File: src/design/xbar_macros.svh
`ifndef XBAR_MACROS_SVH
`define XBAR_MACROS_SVH

// sizing of the distribution fabric
// the tree code assumes XBAR_PORTS is a power of two
// and XBAR_DEPTH is log2 of it

// bits in one lane word
`define XBAR_DATA_W 32

// source lanes, and also destination lanes
`define XBAR_PORTS 8

// binary tree levels on each side of the crossbar
// fanout takes XBAR_DEPTH enabled cycles, the mux tree the same
`define XBAR_DEPTH 3

// end to end latency through the core, in enabled cycles
// xbar_core is fanout depth plus mux depth
`define XBAR_LATENCY (2*`XBAR_DEPTH)

`endif

File: src/design/xbar_route_pkg.sv
`default_nettype none

`include "xbar_macros.svh"

// routing and configuration types
package xbar_route_pkg;

	// a source or destination number
	typedef logic [`XBAR_DEPTH-1:0] port_idx_t;

	// configuration opcodes, applied at the next clock edge
	typedef enum logic [1:0]
	{
		CFG_NOP       = 2'd0, // no change
		CFG_SET       = 2'd1, // dest takes src, marked routed
		CFG_CLEAR     = 2'd2, // dest unrouted
		CFG_CLEAR_ALL = 2'd3  // every dest unrouted
	} cfg_op_e;

	// one-hot command matrix
	// bit s*`XBAR_PORTS + d set when destination d takes source s
	// grouped by source so each fanout tree gets a contiguous slice
	// a destination column has at most one bit set
	// a source row may have several, which is broadcast
	typedef logic [`XBAR_PORTS*`XBAR_PORTS-1:0] route_cmd_t;

endpackage

`default_nettype wire

File: src/design/xbar_route_table.sv
`timescale 1ns/1ns
`default_nettype none

`include "xbar_macros.svh"

// per-destination route register, decoded to the one-hot command matrix
module xbar_route_table
(
	input  logic                        CLK,
	input  logic                        i_arst_n,
	input  xbar_route_pkg::cfg_op_e     i_cfg_op,
	input  xbar_route_pkg::port_idx_t   i_cfg_dest,
	input  xbar_route_pkg::port_idx_t   i_cfg_src,
	output xbar_route_pkg::route_cmd_t  o_cmd
);
	import xbar_route_pkg::*;

	port_idx_t               src_q [`XBAR_PORTS]; // source per destination
	logic [`XBAR_PORTS-1:0]  routed_q;            // destination has a source

	always_ff @(posedge CLK or negedge i_arst_n)
	begin
		if (!i_arst_n)
		begin
			routed_q <= '0;
			for (int d = 0; d < `XBAR_PORTS; d++)
				src_q[d] <= '0;
		end
		else
		begin
			case (i_cfg_op)
				CFG_SET:
				begin
					src_q[i_cfg_dest]    <= i_cfg_src;
					routed_q[i_cfg_dest] <= 1'b1;
				end
				CFG_CLEAR:     routed_q[i_cfg_dest] <= 1'b0;
				CFG_CLEAR_ALL: routed_q <= '0;
				default:       ; // CFG_NOP
			endcase
		end
	end

	// one bit per column at most, since each dest stores a single source
	always_comb
	begin
		for (int s = 0; s < `XBAR_PORTS; s++)
		begin
			for (int d = 0; d < `XBAR_PORTS; d++)
				o_cmd[s*`XBAR_PORTS+d] = routed_q[d] && (src_q[d] == port_idx_t'(s));
		end
	end

endmodule

`default_nettype wire

File: config.mk
export PLATFORM = sky130hd
export DESIGN_NAME = xbar_route_table
export DESIGN_NICKNAME = d
export VERILOG_FILES = /design/src/design/xbar_route_pkg.sv /design/src/design/xbar_route_table.sv
export VERILOG_INCLUDE_DIRS = /design/src /design/src/design
export SDC_FILE = /design/constraint.sdc
export NUM_CORES = 1
export LEC_CHECK = 0
export ABC_CLOCK_PERIOD_IN_PS = 1100
export BUFFER_PORTS_ARGS = -buffer_cell sky130_fd_sc_hd__buf_2
export CAP_MARGIN = 20
export CORE_UTILIZATION = 48
export CTS_CLUSTER_DIAMETER = 200
export DETAILED_ROUTE_END_ITERATION = 10
export GPL_TIMING_DRIVEN = 0
export HOLD_SLACK_MARGIN = 0.1
export PLACE_DENSITY = 0.87
export SLEW_MARGIN = 20
export SYNTH_ARGS = -nofsm -noshare
export SYNTH_HDL_FRONTEND = slang
export SYNTH_SLANG_ARGS = --single-unit
File: constraint.sdc
create_clock -name CLK -period 1.1 [get_ports CLK]
set_input_delay 0.11 -clock CLK [delete_from_list [all_inputs] [get_ports CLK]]
set_output_delay 0.11 -clock CLK [all_outputs]
set_load 0.005 [all_outputs]
==> results.toml, run 1 <==
[hold_path]
holdCritPathClass = "in -> reg"
worst_hold_path.num_cells = 3
worst_hold_path.endpoint = "routed_q[2]"
timing.hold.worst.start = "i_cfg_op[0]"

[critical_path]
regToRegSetupSlack_ns = 0.02
criticalPathCategory = "reg -> out"
crit_path_max_fanout = 5
cp.arrival_ns = 1.15
setup.worst_path.start_class = "flop"
setup.worst_path.end_class = "primary output"
timing.critical_path.required_ns = 0.99
crit-reg2reg-capture = "src_q[18]"
reg2reg_from = "src_q[18]"
critPathLaunch = "src_q[7]"
r2r.worst_path.cells = 3

[floorplanning]
placement_rows = 22
floorplan.initialDensity_pct = 50.3
pin_count = 74
dieArea_um2 = 4120
fp.dieH_um = 64.2
die_width_um = 64.2
core_area_um2 = 3690

[synthesis]
synth_seq_area_share_pct = 43.2
post_synth_inst_count = 211
largest_family_of_logic_cells_by_synthesized_area = "simple AND/OR/NAND/NOR gates"
synth_xor_area_share_pct = 0
syn-num-nets = 221
netlist_area_um2 = 1860
synth.ff_latch_count = 32
synth.yosys.warnings = 0
synth-compound-area-share_pct = 7.15
yosysUniqueCellTypes = 27
post_synth_mux_area_share_pct = 14.6
synth_area_per_cell_um2 = 8.79
synth_simple_gate_area_share_pct = 32.3
synthAdderAreaFrac_pct = 0

[clock_network]
max-clock-path-buffers = 2
cts.sinks = 32
clk_pin_slew_ns = 0.07
clock_tree.htree_level_count = 2
cts.root.buffer_cell = "sky130_fd_sc_hd__clkbuf_8"
cts-buffers-inserted = 5
clk_latency_ns = 0.28
tritoncts = "built"

[timing]
skew_ns = 0
slew_headroom_pct = 53.4
achievable-frequency_mhz = 792
timing.hold.ws_ns = 0.131
rsz0062_at_grt = "yes"
worst-slew-pin-transition_ns = 0.698
finalSetupViolations = 64
timing.final.ws_setup_ns = -0.162
crit_share_post_route_pct = 115
finalHoldViolations = 0
slew_violations = 0
fin_crit_ns = 1.26

[job]
max_cap_viol_count = 0

[final_layout]
most_common_cell_after_layout_fill_and_taps_aside = "sky130_fd_sc_hd__buf_2"
fill_cells = 227
final_cell_mix = "74 x sky130_fd_sc_hd__buf_2, 36 x sky130_fd_sc_hd__nor2_1, 22 x sky130_fd_sc_hd__nand2b_4"
fin_area_um2 = 2970
final-instance-count-excl-fill = 364
post_route_cells_drive_above_1_share_pct = 69.3
finalNetCount = 326
final_util_pct = 80.5
n_antenna_cell = 0
syn2layout_area_growth_pct = 59.9

[outcome]
violations_in_the_final_reports = "setup timing"
outcome = "finished with violations"

[routing]
met3RoutedLength_um = 205
via_per_inst = 5.34
drc_errors = 0
drt-met1-wl_um = 2170
drt-total-wl_um = 5260
maxUsedRoutingLayer = "met4"
drt-initial-drc-count = 57
detail_route.first_pass.iterations = 4
via_count = 1943
dr_wl_met2_um = 2810
routedWlPerCell_um = 14.5
ant_nets = 0

[pwr]
static-leakage-power_uw = 0.00147
total_power_uw = 4490
max-vdd-ir-drop_mv = 1.16
cellPowerDensity_nw_per_um2 = 1510

[global_routing]
globalRouteTotalUtil_pct = 24.4
first_global_vias = 1666
grt_max_degree = 33
grt_first_pass_wirelength_um = 7640
grt_antenna_before_repair = 0
globalRoute.totalOverflow = 0

[placement]
io_buffer_count = 72
dpl.hpwl_um = 3070
post-place-cells = 331
globalplace.congestion = 0.887
placement.cell_area_um2 = 2300
[where the power goes]
part | switching [uW] | internal [uW]
Sequential | 451 | 1460
Combinational | 628 | 986
Clock | 409 | 556
Total | 1490 | 3000
[critical path: stages (launching register included)]
cell and delay, ns:
sky130_fd_sc_hd__dfrtp_2 0.42, sky130_fd_sc_hd__buf_6 0.13, sky130_fd_sc_hd__nand2_2 0.06, sky130_fd_sc_hd__nor2_1 0.14, sky130_fd_sc_hd__buf_2 0.13
[timing repair]
item,4_1_cts,5_1_grt
gates cloned,0,0
pin swaps,15,19
resized for setup,37,57
setup endpoints to repair,64,66
hold buffers,1,0
buffers inserted,15,10
endpoints found under the hold margin,32,0
[cell type report]
type	instances	area [um2]	area share (%)
sequential	32	827	27.9
multi-input combinational	169	1330	44.7
tap	48	60.1	2.02
inverter	4	15.0	0.506
buffer	6	46.3	1.56
timing repair buffer	98	597	20.1
clock buffer	7	96.3	3.25
[per-layer routing]
layer  global-route usage [%]  vias up
met5                        0        -
met1                     28.5      934
met2                     44.1       67
li1                         -      932
met3                     5.89       10
met4                     6.94        0
[kinds of logic after synthesis]
group | Yosys count
AOI/OAI and AO/OA | 21
buffers and inverters | 10
DFF | 32
muxes | 24
and+or+nand+nor | 124
[worst max path at each step]
stage	to	slack, ns	cells after the start
2_1_floorplan	src_q[6]	-0.08	5
3_3_place_gp	src_q[5]	-0.18	5
3_5_place_dp	src_q[3]	-0.23	5
4_1_cts	o_cmd[15]	-0.12	3
5_1_grt	o_cmd[29]	-0.23	4
6_report	o_cmd[29]	-0.16	4
[Yosys cell counts (all sizes together)]
library cell / n / area, um2
nor3b: 1 / 7.51
a31oi: 3 / 18.8
nor3: 17 / 85.1
and3b: 1 / 8.76
dfrtp: 32 / 801
nor2: 50 / 188
nor2b: 2 / 12.5
nand2: 20 / 75.1
nand2b: 24 / 150
and4b: 1 / 10.0
a21bo: 1 / 10.0
inv: 4 / 15.0
clkbuf: 2 / 8.75
nor4b: 1 / 23.8
mux2: 24 / 270
nand3: 5 / 25.0
a211o: 1 / 8.76
o21ai: 8 / 40.0
o311ai: 4 / 35.0
nand3b: 1 / 7.51
and2: 1 / 6.26
a21oi: 4 / 20.0
buf: 4 / 28.8
[sequential cells by signal, indices dropped and copies added (netlist names)]
name	flops
routed_q	8
src_q	24
[through the flow]
step / worst slack (ns) / TNS (ns)
4_1_cts: -0.116 / -5.44
5_1_grt: -0.230 / -8.71
2_1_floorplan: -0.0770 / -0.401
3_3_place_gp: -0.184 / -2.95
3_5_place_dp: -0.232 / -3.48
6_report: -0.162 / -5.75
(Power assumes the default switching activity.)
==> inputs of run 2 (changes only) <==
--- a/config.mk
+++ b/config.mk
@@ -6,15 +6,16 @@
 export SDC_FILE = /design/constraint.sdc
 export NUM_CORES = 1
 export LEC_CHECK = 0
+export ABC_AREA = 1
 export ABC_CLOCK_PERIOD_IN_PS = 1100
 export BUFFER_PORTS_ARGS = -buffer_cell sky130_fd_sc_hd__buf_2
 export CAP_MARGIN = 20
-export CORE_UTILIZATION = 48
+export CORE_UTILIZATION = 50
 export CTS_CLUSTER_DIAMETER = 200
 export DETAILED_ROUTE_END_ITERATION = 10
 export GPL_TIMING_DRIVEN = 0
 export HOLD_SLACK_MARGIN = 0.1
-export PLACE_DENSITY = 0.87
+export PLACE_DENSITY = 0.88
 export SLEW_MARGIN = 20
 export SYNTH_ARGS = -nofsm -noshare
 export SYNTH_HDL_FRONTEND = slang
==> run 2 against run 1 <==
Effect of this change:
- the run still ends with setup timing left
- clock skew unchanged
- critical path type unchanged
- critical endpoint is now o_cmd[14]
- cell area down 1.8%
- highest routed layer unchanged
- register-to-register slack better by 0.10 ns
- largest power group unchanged
- synthesized cell count up 46%
- non-clock buffer count down 6
==> results.toml, run 2 <==
[routing]
ant_nets = 0
via_count = 2220
drt-total-wl_um = 5200
drt-initial-drc-count = 85
routedWlPerCell_um = 11.3
via_per_inst = 4.85
drc_errors = 0
detail_route.first_pass.iterations = 4

[synthesis]
synth_top_cell_by_area = "sky130_fd_sc_hd__dfrtp_1"
yosys.area.top_type_share_pct = 39.0
post_synth_inst_count = 309
synth.yosys.warnings = 0
synth-main-ff-cell = "sky130_fd_sc_hd__dfrtp_1"
netlist_area_um2 = 2060
async_flop_share_pct = 100
post_synth_main_area_contributors = "sky130_fd_sc_hd__dfrtp_1 39%, sky130_fd_sc_hd__nand2_1 21%, sky130_fd_sc_hd__nor2_1 12%"
yosysUniqueCellTypes = 22
synth-edff-count = 0
synth_commonest_cells = "113 x sky130_fd_sc_hd__nand2_1, 66 x sky130_fd_sc_hd__nor2_1, 38 x sky130_fd_sc_hd__inv_1"
synth.most_common_cell = "sky130_fd_sc_hd__nand2_1"
syn-num-nets = 319
synth.ff_latch_count = 32
synth_area_per_cell_um2 = 6.65
synth_seq_area_share_pct = 39.0

[hold_path]
worst_hold_path.endpoint = "src_q[11]"
holdCritPathClass = "in -> reg"
timing.hold.worst.start = "i_cfg_src[2]"
worst_hold_path.num_cells = 3

[timing]
timing.hold.ws_ns = 0.131
finalHoldViolations = 0
slew_violations = 0
finalSetupViolations = 63
skew_ns = 0
timing.final.ws_setup_ns = -0.172
worst-slew-pin-transition_ns = 0.694
fin_crit_ns = 1.27
crit_share_post_route_pct = 116
setup_total_negative_slack_ns = -5.99
achievable-frequency_mhz = 786
rsz0062_at_grt = "yes"
slew_headroom_pct = 53.7

[critical_path]
critPathLaunch = "src_q[5]"
cp.arrival_ns = 1.16
setup.worst_path.end_class = "primary output"
crit_path_max_fanout = 4
setup.worst_path.start_class = "flop"
reg2reg_from = "src_q[8]"
timing.critical_path.slowest_stage_cell = "sky130_fd_sc_hd__dfrtp_1"
crit-reg2reg-capture = "src_q[8]"
timing.critical_path.cells = "or2_4 -> nor2_1 -> buf_2"
regToRegSetupSlack_ns = 0.12
criticalPathCategory = "reg -> out"
timing.critical_path.required_ns = 0.99
r2r.worst_path.cells = 4
delay_of_the_slowest_cell_on_the_worst_path_ns = 0.40

[final_layout]
registers.top_by_ff_count = "src_q"
most_common_cell_after_layout_fill_and_taps_aside = "sky130_fd_sc_hd__nand2_1"
finalNetCount = 419
fin_area_um2 = 2910
reg.largest.list = "src_q x24, routed_q x8"
flip_flop_count_of_the_largest_register_all_copies_and_words_added = 24
layout.area.seq_um2 = 802
final_cell_mix = "86 x sky130_fd_sc_hd__nand2_1, 69 x sky130_fd_sc_hd__buf_2, 50 x sky130_fd_sc_hd__nor2_1"
n_antenna_cell = 0
final-instance-count-excl-fill = 458
syn2layout_area_growth_pct = 41.8
post_route_cells_drive_above_1_share_pct = 46.1
multi_input_comb_area_um2 = 1200
fill_cells = 276

[clock_network]
tritoncts = "built"
cts.root.buffer_cell = "sky130_fd_sc_hd__clkbuf_8"
cts.sinks = 32
clk_pin_slew_ns = 0.06
clock_tree.htree_level_count = 2
cts-buffers-inserted = 5
clk_latency_ns = 0.28
max-clock-path-buffers = 2

[outcome]
outcome = "finished with violations"
violations_in_the_final_reports = "setup timing"

[pwr]
max-vdd-ir-drop_mv = 0.886
cellPowerDensity_nw_per_um2 = 1330
static-leakage-power_uw = 0.00167
total_power_uw = 3890

[global_routing]
grt_antenna_before_repair = 0
globalRoute.totalOverflow = 0
grt_first_pass_wirelength_um = 7600
globalRouteTotalUtil_pct = 23.3
grt_max_degree = 33
first_global_vias = 1818

[floorplanning]
pin_count = 74
dieArea_um2 = 4370
fp.dieH_um = 66.1
floorplan.initialDensity_pct = 54.1
core_area_um2 = 3800
die_width_um = 66.1
placement_rows = 22

[placement]
post-place-cells = 426
placement.cell_area_um2 = 2460
globalplace.congestion = 0.795
io_buffer_count = 69
dpl.hpwl_um = 3380

[job]
max_cap_viol_count = 0
-- run 2: what timing repair did --
item,in CTS,in global routing
resized for setup,36,44
pin swaps,10,17
endpoints found under the setup margin,59,64
setup buffers,9,14
endpoints found under the hold margin,32,0
hold buffers,1,0
-- run 2: per-stage QoR --
| stage | setup WS [ns] | util, % |
|---|---|---|
| 2_1_floorplan | 0.198 | - |
| 3_3_place_gp | 0.0927 | 64.8 |
| 3_5_place_dp | 0.0685 | 64.8 |
| 4_1_cts | -0.153 | 70.8 |
| 5_1_grt | -0.220 | 76.7 |
| 6_report | -0.172 | 76.7 |
-- run 2: critical path, delay by kind of cell (launching register included) --
kind / cells / cell delay [ns]
DFF: 1 / 0.40
and+or+nand+nor: 2 / 0.37
buffers and inverters: 1 / 0.12
-- run 2: cell type report --
cell class / count / share of cell area (%)
Tap cell: 48 / 2.06
Multi-Input combinational cell: 230 / 41.3
Buffer: 5 / 1.67
Timing Repair Buffer: 93 / 18.8
Clock buffer: 8 / 3.09
Sequential cell: 32 / 27.5
Inverter: 42 / 5.58
-- run 2: worst max-delay path by stage --
stage	end	slack (ns)	cells after the start
after floorplan	o_cmd[0]	0.20	2
after global placement	o_cmd[6]	0.09	3
after detailed placement	o_cmd[6]	0.07	3
after CTS	o_cmd[6]	-0.15	3
after global routing	o_cmd[4]	-0.22	4
final	o_cmd[14]	-0.17	3
-- run 2: cells by family (layout without fill, tap and decap cells) --
family | count (synthesis) | after routing | share of synthesized area (%)
AOI/OAI and AO/OA | 19 | 19 | 4.75
and+or+nand+nor | 211 | 211 | 46.0
buffers and inverters | 47 | 148 | 10.3
DFF | 32 | 32 | 39.0
-- run 2: routing by layer --
layer,vias up,track usage (%),share of wire (%)
li1,1129,-,-
met1,1018,26.5,42
met2,66,41.7,52
met3,7,5.86,4.2
met4,0,8.24,1.5
met5,-,0,0
-- run 2: power by group --
group          switching (uW)  total (uW)  internal [uW]
logic                     752        1340            591
clock network             405         915            509
registers                 235        1630           1400
total                    1390        3890           2500
==> inputs of run 3 (changes only) <==
--- a/config.mk
+++ b/config.mk
@@ -7,7 +7,7 @@
 export NUM_CORES = 1
 export LEC_CHECK = 0
 export ABC_AREA = 1
-export ABC_CLOCK_PERIOD_IN_PS = 1100
+export ABC_CLOCK_PERIOD_IN_PS = 1300
 export BUFFER_PORTS_ARGS = -buffer_cell sky130_fd_sc_hd__buf_2
 export CAP_MARGIN = 20
 export CORE_UTILIZATION = 50
@@ -16,6 +16,7 @@
 export GPL_TIMING_DRIVEN = 0
 export HOLD_SLACK_MARGIN = 0.1
 export PLACE_DENSITY = 0.88
+export SETUP_SLACK_MARGIN = 0.1
 export SLEW_MARGIN = 20
 export SYNTH_ARGS = -nofsm -noshare
 export SYNTH_HDL_FRONTEND = slang
==> constraint.sdc (replaced) <==
create_clock -name CLK -period 1.3 [get_ports CLK]
set_input_delay 0.13 -clock CLK [delete_from_list [all_inputs] [get_ports CLK]]
set_output_delay 0.13 -clock CLK [all_outputs]
set_load 0.005 [all_outputs]
==> run 3 against run 2 <==
Effect of this change:
- the run now ends clean
- combinational power is 19% lower
- global-route usage is 0.96 points lower
- utilization is 1.1 points lower
- wire length is 3.0% lower
- worst setup slack better by 0.18 ns
- sequential power is 16% lower
- via count is 0.81% lower
- die area stayed put
- sequential share of layout area is 0.45 points higher
- cell area is 1.5% lower
- register-to-register slack better by 0.34 ns
- cell count is 0.66% lower
- largest power group unchanged
==> results.toml, run 3 (same netlist as run 2, synthesis figures left out) <==
[outcome]
outcome = "complete, no violations"

[floorplanning]
pin_count = 74
die_width_um = 66.1
placement_rows = 22
fp.dieH_um = 66.1
floorplan.initialDensity_pct = 54.1
core_area_um2 = 3800
dieArea_um2 = 4370

[timing]
fin_crit_ns = 1.30
slew_violations = 0
setup_total_negative_slack_ns = 0
crit_share_post_route_pct = 99.7
finalHoldViolations = 0
worst-slew-pin-transition_ns = 0.695
slew_headroom_pct = 53.7
achievable-frequency_mhz = 772
timing.final.ws_setup_ns = 0.00393
skew_ns = 0
rsz0062_at_grt = "yes"
finalSetupViolations = 0

[global_routing]
busiest_layer = "met2"
grt.met2_usage_pct = 38.4
groute.layer.met1.usage_pct = 26.8
use_met3_pct = 5.69
grt_max_degree = 33
first_global_vias = 1765
globalRouteTotalUtil_pct = 22.3
globalRoute.totalOverflow = 0
grt_antenna_before_repair = 0
grt_first_pass_wirelength_um = 7350

[routing]
ant_nets = 0
drc_errors = 0
via_count = 2202
drt-total-wl_um = 5040
detail_route.first_pass.iterations = 5
drt-initial-drc-count = 81
via_per_inst = 4.84
routedWlPerCell_um = 11.1

[critical_path]
timing.critical_path.required_ns = 1.17
criticalPathCategory = "reg -> out"
setup.worst_path.end_class = "primary output"
cp.arrival_ns = 1.17
setup.worst_path.start_class = "flop"
crit_path_max_fanout = 4
timing.critical_path.cells = "inv_2 -> or2_4 -> nor2_1 -> buf_2"
critPathLaunch = "routed_q[1]"
timing.critical_path.slowest_stage_cell = "sky130_fd_sc_hd__dfrtp_1"
reg2reg_from = "src_q[6]"
delay_of_the_slowest_cell_on_the_worst_path_ns = 0.38
r2r.worst_path.cells = 3

[final_layout]
post_route_cells_drive_above_1_share_pct = 46.2
reg.largest.list = "src_q x24, routed_q x8"
finalNetCount = 416
final_cell_mix = "85 x sky130_fd_sc_hd__nand2_1, 69 x sky130_fd_sc_hd__buf_2, 52 x sky130_fd_sc_hd__nor2_1"
syn2layout_area_growth_pct = 39.7
most_common_cell_after_layout_fill_and_taps_aside = "sky130_fd_sc_hd__nand2_1"
fin_area_um2 = 2870
registers.top_by_ff_count = "src_q"
flip_flop_count_of_the_largest_register_all_copies_and_words_added = 24
final-instance-count-excl-fill = 455
n_antenna_cell = 0

[pwr]
static-leakage-power_uw = 0.00164
cellPowerDensity_nw_per_um2 = 1120
max-vdd-ir-drop_mv = 0.714

[clock_network]
max-clock-path-buffers = 2
clock_tree.htree_level_count = 2
clk_pin_slew_ns = 0.06
cts-buffers-inserted = 5
clk_latency_ns = 0.28
tritoncts = "built"
cts.sinks = 32
cts.root.buffer_cell = "sky130_fd_sc_hd__clkbuf_8"

[hold_path]
holdCritPathClass = "in -> reg"
worst_hold_path.num_cells = 3
timing.hold.worst.start = "i_cfg_src[2]"

[placement]
io_buffer_count = 69
globalplace.congestion = 0.795
dpl.hpwl_um = 3380
place_ws_ns = 0.249
post-place-cells = 426
placement.cell_area_um2 = 2460

[job]
max_cap_viol_count = 0
==> run 3: cell types whose count changed in the layout (fill, tap and decap cells not counted) <==
cell                      change
sky130_fd_sc_hd__nand2_2      +4
sky130_fd_sc_hd__nand2_4      -3
sky130_fd_sc_hd__buf_4        -2
sky130_fd_sc_hd__inv_1        -2
sky130_fd_sc_hd__inv_2        +2
sky130_fd_sc_hd__nor2_1       +2
sky130_fd_sc_hd__nor2_2       -2
sky130_fd_sc_hd__buf_6        -1
sky130_fd_sc_hd__dfrtp_1      -1
sky130_fd_sc_hd__dfrtp_2      +1
sky130_fd_sc_hd__nand2_1      -1
==> run 3: final cells by class <==
| type | count | area [um2] |
|---|---|---|
| fillers | 293 | 927 |
| inverters | 42 | 163 |
| repair buffers | 90 | 520 |
| well taps | 48 | 60.1 |
| plain buffers | 5 | 48.8 |
| flip-flops and latches | 32 | 803 |
| clock buffers | 8 | 90.1 |
| multi-input cells | 230 | 1190 |
==> run 3: critical path: cells and delay by family (launching register included) <==
kind                   cells  cell delay (ns)
DFF                        1             0.38
and+or+nand+nor            2             0.34
buffers and inverters      2             0.16
==> run 3: path summary, 6_finish.rpt <==
path	slack, ns	end
setup reg to reg	0.46	src_q[6]
max in group asynchronous	0.39	src_q[16]
hold reg to reg	0.56	src_q[21]
hold / removal	0.15	src_q[11]
setup / recovery	0.004	o_cmd[9]
min in group asynchronous	0.42	src_q[14]
==> run 3: stage by stage <==
| step | total power [uW] | hold slack (ns) | util [%] |
|---|---|---|---|
| 2_1_floorplan | 1840 | -0.166 | - |
| 3_3_place_gp | 2030 | 0.204 | 64.8 |
| 3_5_place_dp | 2070 | 0.213 | 64.8 |
| 4_1_cts | 2900 | 0.144 | 69.2 |
| 5_1_grt | 3420 | 0.171 | 75.6 |
| 6_report | 3220 | 0.153 | 75.6 |
==> run 3: repair_timing <==
action,4_1_cts,5_1_grt
hold buffers,1,0
pin swaps,1,25
hold endpoints to repair,32,0
buffers inserted,7,13
setup endpoints to repair,21,61
resized for setup,9,69
==> run 3: power breakdown <==
group,total (uW),switching (uW),internal (uW)
sequential,1370,192,1180
clock,773,342,431
combinational,1080,611,466
==> run 3: per-layer routing <==
| metal | part of all wire [%] | wire, um | vias to the layer above |
|---|---|---|---|
| met1 | 42 | 2130 | 1001 |
| met2 | 51 | 2580 | 70 |
| met5 | 0 | 0 | - |
| met4 | 0.71 | 36 | 0 |
| li1 | - | - | 1128 |
| met3 | 5.7 | 289 | 3 |
